--- config.mk ---
export PLATFORM = sky130hd
export DESIGN_NAME = shared_bus_top
export DESIGN_NICKNAME = d
export VERILOG_FILES = /design/src/hdl/arb_pkg.sv /design/src/hdl/bus_types_pkg.sv /design/src/hdl/bus_if.sv /design/src/hdl/bus_arbiter.sv /design/src/hdl/bus_memory.sv /design/src/hdl/bus_mux.sv /design/src/hdl/shared_bus_top.sv
export SDC_FILE = /design/constraint.sdc
export NUM_CORES = 2
export LEC_CHECK = 0
export ABC_AREA = 0
export BUFFER_PORTS_ARGS = -buffer_cell sky130_fd_sc_hd__buf_4
export CAP_MARGIN = 20
export CELL_PAD_IN_SITES_DETAIL_PLACEMENT = 1
export CELL_PAD_IN_SITES_GLOBAL_PLACEMENT = 2
export CORE_ASPECT_RATIO = 0.7
export CORE_MARGIN = 5
export CORE_UTILIZATION = 39
export CTS_BUF_LIST = sky130_fd_sc_hd__clkbuf_2
export DETAILED_ROUTE_END_ITERATION = 16
export PLACE_DENSITY = 0.74
export REMOVE_ABC_BUFFERS = 1
export SLEW_MARGIN = 5
export SYNTH_ARGS = -nofsm -noshare
export SYNTH_HDL_FRONTEND = slang
export SYNTH_HIERARCHICAL = 1
export SYNTH_SLANG_ARGS = --single-unit
export TNS_END_PERCENT = 10
--- constraint.sdc ---
create_clock -name clk -period 12.5 [get_ports clk]
set_input_delay 0 -clock clk [delete_from_list [all_inputs] [get_ports clk]]
set_output_delay 0 -clock clk [all_outputs]
set_load 0.01 [all_outputs]
--- src/hdl/arb_pkg.sv ---
`default_nettype none

// State encoding of the bus arbiter.
package arb_pkg;

    typedef enum logic {
        ARB_READY = 1'b0, // No transfer running, grant follows requests.
        ARB_BUSY  = 1'b1  // Transfer running, grant frozen until ack.
    } arb_state_t;

endpackage

`default_nettype wire

--- src/hdl/bus_types_pkg.sv ---
`default_nettype none

// Widths and the command word shared by the bus, the multiplexer and the memory.
package bus_types_pkg;

    parameter int ADDR_W = 8;  // One address per word.
    parameter int DATA_W = 16; // Word width.

    // Command as seen on the internal bus, 25 bits wide.
    typedef struct packed {
        logic              we;    // 1 for write, 0 for read.
        logic [ADDR_W-1:0] addr;  // Word address.
        logic [DATA_W-1:0] wdata; // Write data, ignored on reads.
    } bus_cmd_t;

endpackage

`default_nettype wire

--- src/hdl/bus_if.sv ---
`timescale 1ns/1ps
`default_nettype none

// Internal bus between the multiplexer and the memory slave.
interface bus_if
    import bus_types_pkg::*;
();

    bus_cmd_t          cmd;   // Command of the granted master.
    logic              valid; // High while any master holds a grant.
    logic              ack;   // One-cycle completion pulse.
    logic [DATA_W-1:0] rdata; // Read data, valid during ack.

    // Master side, driven by the multiplexer.
    modport requester (
        output cmd,
        output valid,
        input  ack,
        input  rdata
    );

    // Slave side, driven by the memory.
    modport responder (
        input  cmd,
        input  valid,
        output ack,
        output rdata
    );

endinterface

`default_nettype wire

--- src/hdl/bus_arbiter.sv ---
`timescale 1ns/1ps
`default_nettype none

// Fixed-priority arbiter. Lowest requesting index wins.
// Grant is taken at once from idle and held until the slave acknowledges.
module bus_arbiter
    import arb_pkg::*;
#(
    parameter int N_MASTERS = 3
) (
    input  wire logic                 clk,
    input  wire logic                 reset,
    input  wire logic                 ack,   // Completion pulse from the slave.
    input  wire logic [N_MASTERS-1:0] req,   // Request levels, one per master.
    output      logic [N_MASTERS-1:0] grant  // One-hot grant, registered.
);

    arb_state_t           state_q;    // Ready or busy.
    logic [N_MASTERS-1:0] prio_grant; // One-hot winner of the current requests.
    logic                 any_req;    // At least one master is asking.

    assign any_req = |req;

    // Priority encoder. Scans from index 0 upwards.
    always_comb begin : prio_enc
        logic found;
        found      = 1'b0;
        prio_grant = '0;
        for (int i = 0; i < N_MASTERS; i++) begin
            if (!found && req[i]) begin
                prio_grant[i] = 1'b1; // First requester found.
                found         = 1'b1; // Mask all higher indices.
            end
        end
    end

    // Ready/busy control.
    always_ff @(posedge clk or posedge reset) begin
        if (reset) begin
            state_q <= ARB_READY;
            grant   <= '0;
        end else begin
            case (state_q)
                ARB_READY: begin
                    grant <= prio_grant; // Follows requests every cycle.
                    if (any_req) begin
                        state_q <= ARB_BUSY;
                    end else begin
                        state_q <= ARB_READY;
                    end
                end
                ARB_BUSY: begin
                    // Grant frozen until the slave finishes.
                    if (ack) begin
                        grant <= prio_grant; // Next winner, or none.
                        if (any_req) begin
                            state_q <= ARB_BUSY;
                        end else begin
                            state_q <= ARB_READY;
                        end
                    end
                end
            endcase
        end
    end

endmodule

`default_nettype wire

--- src/hdl/bus_memory.sv ---
`timescale 1ns/1ps
`default_nettype none

// Synchronous memory slave with a fixed access latency.
// Accepts a command when idle, answers LATENCY edges later with a one-cycle ack.
module bus_memory
    import bus_types_pkg::*;
#(
    parameter int LATENCY = 2,
    parameter int DEPTH   = 256
) (
    input  wire logic clk,
    input  wire logic reset,
    bus_if.responder  bus   // From the multiplexer.
);

    localparam int CNT_W = (LATENCY > 1) ? $clog2(LATENCY) : 1;

    typedef enum logic [1:0] {
        MEM_IDLE  = 2'd0, // Waiting for valid.
        MEM_COUNT = 2'd1, // Latency countdown.
        MEM_ACK   = 2'd2  // Ack cycle, valid ignored.
    } mem_state_t;

    mem_state_t        state_q;
    logic [CNT_W-1:0]  cnt_q;   // Edges left before the access.
    bus_cmd_t          cmd_q;   // Command captured on acceptance.
    logic [DATA_W-1:0] mem [DEPTH]; // Storage, no initial contents.
    logic [DATA_W-1:0] rdata_q; // Last read word.
    logic              ack_q;

    assign bus.ack   = ack_q;
    assign bus.rdata = rdata_q;

    // Sequencer. Idle, count, then ack.
    always_ff @(posedge clk or posedge reset) begin
        if (reset) begin
            state_q <= MEM_IDLE;
            cnt_q   <= '0;
            ack_q   <= 1'b0;
        end else begin
            case (state_q)
                MEM_IDLE: begin
                    if (bus.valid) begin
                        state_q <= MEM_COUNT;
                        cnt_q   <= CNT_W'(LATENCY - 1); // Ack after LATENCY edges.
                    end
                end
                MEM_COUNT: begin
                    if (cnt_q == '0) begin
                        state_q <= MEM_ACK;
                        ack_q   <= 1'b1; // Access done on this edge.
                    end else begin
                        cnt_q <= cnt_q - 1'b1;
                    end
                end
                MEM_ACK: begin
                    state_q <= MEM_IDLE; // Grant may still be the old one here.
                    ack_q   <= 1'b0;
                end
                default: begin
                    state_q <= MEM_IDLE;
                    ack_q   <= 1'b0;
                end
            endcase
        end
    end

    // Command capture and array access.
    always_ff @(posedge clk) begin
        if (state_q == MEM_IDLE && bus.valid) begin
            cmd_q <= bus.cmd; // Mux output may change after this edge.
        end
        if (state_q == MEM_COUNT && cnt_q == '0) begin
            if (cmd_q.we) begin
                mem[cmd_q.addr] <= cmd_q.wdata;
            end else begin
                rdata_q <= mem[cmd_q.addr]; // Held until the next read.
            end
        end
    end

endmodule

`default_nettype wire

--- src/hdl/bus_mux.sv ---
`timescale 1ns/1ps
`default_nettype none

// Puts the granted master's command onto the internal bus.
module bus_mux
    import bus_types_pkg::*;
#(
    parameter int N_MASTERS = 3
) (
    input  wire logic [N_MASTERS-1:0]        grant, // One-hot grant.
    input  wire logic [N_MASTERS-1:0]        we,    // Write strobe per master.
    input  wire logic [N_MASTERS*ADDR_W-1:0] addr,  // Addresses, master 0 in the low bits.
    input  wire logic [N_MASTERS*DATA_W-1:0] wdata, // Write data, same packing.
    bus_if.requester                         bus    // Towards the memory.
);

    bus_cmd_t sel_cmd; // Command of the granted master.

    // AND-OR selection over the one-hot grant.
    always_comb begin
        sel_cmd = '0; // Zero command when nobody holds the bus.
        for (int i = 0; i < N_MASTERS; i++) begin
            if (grant[i]) begin
                sel_cmd.we    = we[i];
                sel_cmd.addr  = addr[i*ADDR_W +: ADDR_W];
                sel_cmd.wdata = wdata[i*DATA_W +: DATA_W];
            end
        end
    end

    assign bus.cmd   = sel_cmd;
    assign bus.valid = |grant; // Any grant means a command is pending.

endmodule

`default_nettype wire

--- src/hdl/shared_bus_top.sv ---
`timescale 1ns/1ps
`default_nettype none

// Shared bus subsystem.
// N_MASTERS requesters share one memory slave through a priority arbiter.
module shared_bus_top
    import bus_types_pkg::*;
#(
    parameter int N_MASTERS = 3,
    parameter int LATENCY   = 2,
    parameter int DEPTH     = 256
) (
    input  wire logic                        clk,
    input  wire logic                        reset,
    input  wire logic [N_MASTERS-1:0]        req,   // Request levels.
    input  wire logic [N_MASTERS-1:0]        we,    // Write strobes.
    input  wire logic [N_MASTERS*ADDR_W-1:0] addr,  // Packed addresses.
    input  wire logic [N_MASTERS*DATA_W-1:0] wdata, // Packed write data.
    output      logic [N_MASTERS-1:0]        grant, // One-hot grant.
    output      logic                        ack,   // Transfer done.
    output      logic [DATA_W-1:0]           rdata  // Read data during ack.
);

    logic [N_MASTERS-1:0] grant_w; // Arbiter grant, also drives the mux.

    // Internal bus.
    bus_if i_bus ();

    // Arbitration.
    bus_arbiter #(
        .N_MASTERS (N_MASTERS)
    ) i_bus_arbiter (
        .clk   (clk),
        .reset (reset),
        .ack   (i_bus.ack),
        .req   (req),
        .grant (grant_w)
    );

    // Command selection.
    bus_mux #(
        .N_MASTERS (N_MASTERS)
    ) i_bus_mux (
        .grant (grant_w),
        .we    (we),
        .addr  (addr),
        .wdata (wdata),
        .bus   (i_bus.requester)
    );

    // Slave.
    bus_memory #(
        .LATENCY (LATENCY),
        .DEPTH   (DEPTH)
    ) i_bus_memory (
        .clk   (clk),
        .reset (reset),
        .bus   (i_bus.responder)
    );

    assign grant = grant_w;
    assign ack   = i_bus.ack;   // Seen by all masters.
    assign rdata = i_bus.rdata;

endmodule

`default_nettype wire

## After elaboration in Yosys (flattened, before gate mapping)

Memory sizes are Yosys's and may differ from the RTL's. A register that Yosys moved wholly into a read port is not among the register bits.
Cells that the tools add are included.

| storage, ports and cells | value |
|---|---|
| input bits | 80 |
| memories | 1 |
| logic and storage cells | 55 |
| register bits after elaboration | 33 |
| output and inout port bits | 20 |
| memory bits (writable) | 4096 |

| operators by class | value |
|---|---|
| reduce and logical (&&, ||, !) cells | 14 |
| eq/ne operators | 4 |
| bitwise logic cells | 4 |
| add/subtract/negate cells | 1 |
| multiplexer cells | 23 |

Memory list:

| memory | words | bits a word | read ports | clocked after memory_dff | write ports | line | source |
|---|---|---|---|---|---|---|---|
| i_bus_memory.mem | 256 | 16 | 1 | 1 | 1 | bus_memory.sv:28 | `logic [DATA_W-1:0] mem [DEPTH];` |

Operator list:

| operator | number |
|---|---|
| two-way mux 25 bit | 3 |
| two-way mux 1 bit | 12 |
| AND reduction 2 bit | 4 |
| one-hot mux 1 bit (2 select lines) | 3 |
| one-hot mux 3 bit (2 select lines) | 1 |
| OR reduction 3 bit | 2 |
| logical AND 1 bit | 4 |
| two-way mux 2 bit | 2 |
| != test 2 x 1 -> 1 bit (second input constant) | 2 |
| inverter 1 bit | 4 |
| one-hot mux 2 bit (2 select lines) | 1 |
| two-way mux 3 bit | 1 |
| equality test 2 x 1 -> 1 bit (second input constant) | 1 |
| logical NOT 1 bit | 2 |
| logical NOT 2 bit | 1 |
| != test 2 bit (second input constant) | 1 |
| nonzero test 2 bit | 1 |
| subtractor 1 bit (second input constant) | 1 |

## Depth between registers and ports, before layout

| depth | value |
|---|---|
| word-level depth | 9 |
| mapped depth | 8 |
| depth with buffers taken out | 5 |

## Modules after synthesis

Netlist, hierarchy kept.

By module, submodules not included:

| module | area an instance (um2) | seq. area each (um2) | times used | cells an instance |
|---|---|---|---|---|
| bus_memory | 156152.3 | 124329.2 | 1 | 6743 |
| bus_mux | 665.6 | 0.0 | 1 | 114 |
| bus_arbiter | 171.4 | 100.1 | 1 | 13 |

## Worst setup path after synthesis

Ideal clock, no wire load.

| timing path | value |
|---|---|
| path kind | register -> register |
| start | reg i_bus_memory/cmd_q[0] (netlist bit) |
| end | mem i_bus_memory.mem[0][0], data pin |
| arrival time | 3.228 ns |
| setup time | 0.817 ns |
| clock period less this slack | 4.046 ns |
| path buffers | 0 |
| setup slack | 8.454 ns |
| stages on the path, launching flop included | 1 |
| required time | 11.683 ns |
| cells stage by stage | edfxtp_1 |

RTL lines:

| element | line | source |
|---|---|---|
| start: declaration | bus_memory.sv:27 | `bus_cmd_t cmd_q;` |
| start signal: assignment | bus_memory.sv:72 | `cmd_q <= bus.cmd;` |
| end: declaration | bus_memory.sv:28 |  |

No word-level cell before the write port.

==> flow_metrics.env <==
export IMPL_status="complete, no violations"
export IMPL_dieArea_sq_um=416000
export IMPL_power_leakage_nw=55.8
export IMPL_synthMostInstantiatedCell="edfxtp_1"
export IMPL_fin_area_sq_um=177000
export IMPL_grt_overflow=0
export IMPL_antenna_found_initial=36
export IMPL_cp_max_fo=105
export IMPL_synth_edff_count=4137
export IMPL_r2r_slack_ps=6770
export IMPL_core_area_sq_um=400000
export IMPL_post_cts_buffers=0
export IMPL_grtUsageTotal_pct=21.4
export IMPL_vias=82600
export IMPL_grt_pass1_vias=85500
export IMPL_timing_fmax_mhz=175
export IMPL_die_h_um=541
export IMPL_tns_ps=0
export IMPL_skew_ps=193
export IMPL_placed_cells=12200
export IMPL_pre_cts_ws_ps=6980
export IMPL_io_buffers=99
export IMPL_start_util_pct=39.2
export IMPL_syn_inst=6870
export IMPL_synth_top_area_share_pct=79.1
export IMPL_drive_gt1_share_pct=34.6
export IMPL_grt_max_degree=225
export IMPL_routedWlPerCell_um=32.2
export IMPL_ys_flop_type="edfxtp_1"
export IMPL_final_max_slew_violation_count=0
export IMPL_dr_pass1_iters=5
export IMPL_gp_congestion=0.799
export IMPL_setup_viol=0
export IMPL_netlist_area_sq_um=157000
export IMPL_p_clk_share_pct=21.3
export IMPL_placedInstanceArea_sq_um=166000
export IMPL_dp_hpwl_mm=255
export IMPL_drc_errors=0
export IMPL_power_switching_mw=14.0
export IMPL_cts_sinks=4145
export IMPL_yosysWarnings=6
export IMPL_area_delta_synth_final_pct=12.9
export IMPL_crit_type="reg -> reg"
export IMPL_synthTopCellsByArea="edfxtp_1 (79%), mux4_2 (15%), a22oi_1 (2.4%), a21oi_1 (0.98%), clkbuf_1 (0.66%)"
export IMPL_min_from="addr[12]"
export IMPL_internal_power_mw=25.0
export IMPL_whs_path_depth=6
export IMPL_slew_headroom_pct=14.5
export IMPL_clk_pin_slew_ps=100
export IMPL_wl_mm=452
export IMPL_die_x_um=768
export IMPL_vias_per_cell=5.88
export IMPL_worstReg2RegStart="i_bus_memory/cmd_q[17]"
export IMPL_nets=8172
export IMPL_drt_iter0_markers=11400
export IMPL_worst_pin_slew_ps=1280
export IMPL_ant_nets=0
export IMPL_seq_area_frac_synth_pct=79.3
export IMPL_clockRootBuffer="clkbuf_2"
export IMPL_swShare_pct=35.9
export IMPL_required_ps=14210
export IMPL_comb_power_share_pct=33.1
export IMPL_finalCritPeriodShare_pct=45.8
export IMPL_instances_no_fill=14000
export IMPL_async_flop_share_pct=0.193
export IMPL_hold_class="in -> reg"
export IMPL_hold_viol=0
export IMPL_period_needed_ps=5730
export IMPL_r2r_end="i_bus_memory/bus.rdata[2]"
export IMPL_worst_ir_drop_vdd_mv=0.250
export IMPL_grt_pass1_wl_mm=642
export IMPL_synth_largest_area_cell="edfxtp_1"
export IMPL_ys_types=28
export IMPL_synth_seq_cells=4145
export IMPL_n_fill_cell=37500
export IMPL_cp_start_kind="flop"
export IMPL_powerDensity_nw_per_um2=220
export IMPL_reg2reg_depth=9
export IMPL_clk_path_buf_depth=4
export IMPL_avgSynthCellArea_sq_um=22.9
export IMPL_drv_cap=0
export IMPL_critical_path_arrival_ps=7440
export IMPL_grt_setup_unrepaired="no"
export IMPL_clk_latency_ps=2070
export IMPL_htree_levels=6
export IMPL_hold_end="i_bus_memory/cmd_q[20]"
export IMPL_cts_buffers_inserted=881
export IMPL_io_pins=100
export IMPL_rows=194
export IMPL_sequentialPowerShare_pct=45.6
export IMPL_cp_end_kind="flop"
export IMPL_tritoncts="built"
export IMPL_setup_ws_ps=6770
export IMPL_yosys_top_cells_count="edfxtp_1 (4137), mux4_2 (1024), a22oi_1 (512)"
[placed cells by master (no fill, tap or decap), drive strengths merged, types with 2 or more instances in the layout]
| cell type | count |
|---|---|
| nand2 | 30 |
| buf | 496 |
| clkbuf | 1329 |
| nor2b | 34 |
| dfrtp | 8 |
| diode | 24 |
| nand3 | 4 |
| inv | 23 |
| edfxtp | 4137 |
| nor2 | 260 |
| bufinv | 10 |
| dlygate4sd3 | 268 |
| and2 | 2 |
| mux4 | 1024 |
| a21oi | 308 |
| nand4 | 16 |
| a22oi | 512 |
| nor3b | 5 |
| clkinv | 147 |
| o41ai | 64 |
| clkinvlp | 7 |
| nand3b | 25 |
| mux2 | 3 |
| nand2b | 3 |
[cell families (layout without fill, tap and decap cells)]
kind of cell	count (synthesis)	after routing	synth area share (%)
other	0	24	0
buffers and inverters	428	2280	1.14
AOI/OAI and AO/OA	885	885	3.79
muxes	1028	1028	14.7
and+or+nand+nor	384	384	1.09
DFF	4145	4145	79.3
[flip-flops by register name, summed over array words and instances, names as in the netlist]
| name | flops |
|---|---|
| i_bus_arbiter/grant | 3 |
| i_bus_arbiter/state_q | 1 |
| i_bus_memory/bus.ack | 1 |
| i_bus_memory/bus.rdata | 16 |
| i_bus_memory/cmd_q | 25 |
| i_bus_memory/cnt_q | 1 |
| i_bus_memory/mem | 4096 |
| i_bus_memory/state_q | 2 |
[area by class of cell]
class / instances / area, sq um / area share, %
clock inverter: 184 / 1060 / 0.597
antenna: 24 / 60.1 / 0.0339
multi-input combinational: 2297 / 31300 / 17.7
timing repair buffer: 764 / 7060 / 3.98
tap: 5292 / 6620 / 3.74
clock buffer: 1329 / 6650 / 3.75
sequential: 4145 / 124000 / 70.2
inverter: 3 / 11.3 / 0.00635
[worst max-delay path, cell delays in order, from the launching register on]
cell      delay (ps)
edfxtp_1         350
buf_4            580
buf_12           630
buf_4            700
buf_4            820
mux4_2           430
a22oi_1          410
a21oi_1          170
o41ai_2         1030
nand4_1          160
[through the flow]
stage	util, %	power (mW)	hold slack (ps)
2_1_floorplan	-	28.1	-234
3_3_place_gp	41.5	30.1	-98.9
3_5_place_dp	41.6	30.6	-93.7
4_1_cts	44.2	39.0	4.77
5_1_grt	44.3	40.6	83.8
6_report	44.3	39.0	277
[power groups by stage]
stage          clock network (mW)  logic (mW)  registers [mW]
3_3_place_gp                    0        12.1            18.1
2_1_floorplan                   0        8.19            19.9
4_1_cts                      8.50        12.8            17.8
3_5_place_dp                    0        12.5            18.1
6_report                     8.30        12.9            17.8
5_1_grt                      9.33        13.5            17.8
[timing repair]
item                      CTS  global route
resized for setup           0             0
hold buffers              268             0
hold endpoints to repair   37             0
[how the worst max path moves through the flow]
stage                           start                          to
4_1_cts        i_bus_memory/cmd_q[16]  i_bus_memory/bus.rdata[15]
3_3_place_gp   i_bus_memory/cmd_q[16]   i_bus_memory/bus.rdata[9]
6_report       i_bus_memory/cmd_q[17]   i_bus_memory/bus.rdata[2]
2_1_floorplan  i_bus_memory/cmd_q[16]    i_bus_memory/mem[167][0]
5_1_grt        i_bus_memory/cmd_q[16]   i_bus_memory/bus.rdata[2]
3_5_place_dp   i_bus_memory/cmd_q[17]   i_bus_memory/bus.rdata[2]
[metal layers]
layer	track usage [%]	up-vias	part of all wire (%)
li1	-	32400	-
met1	31.7	44200	41
met2	30.6	5209	44
met3	6.55	662	13
met4	5.79	10	2.4
met5	0	-	0.012
Power figures use the tool's default switching activity.
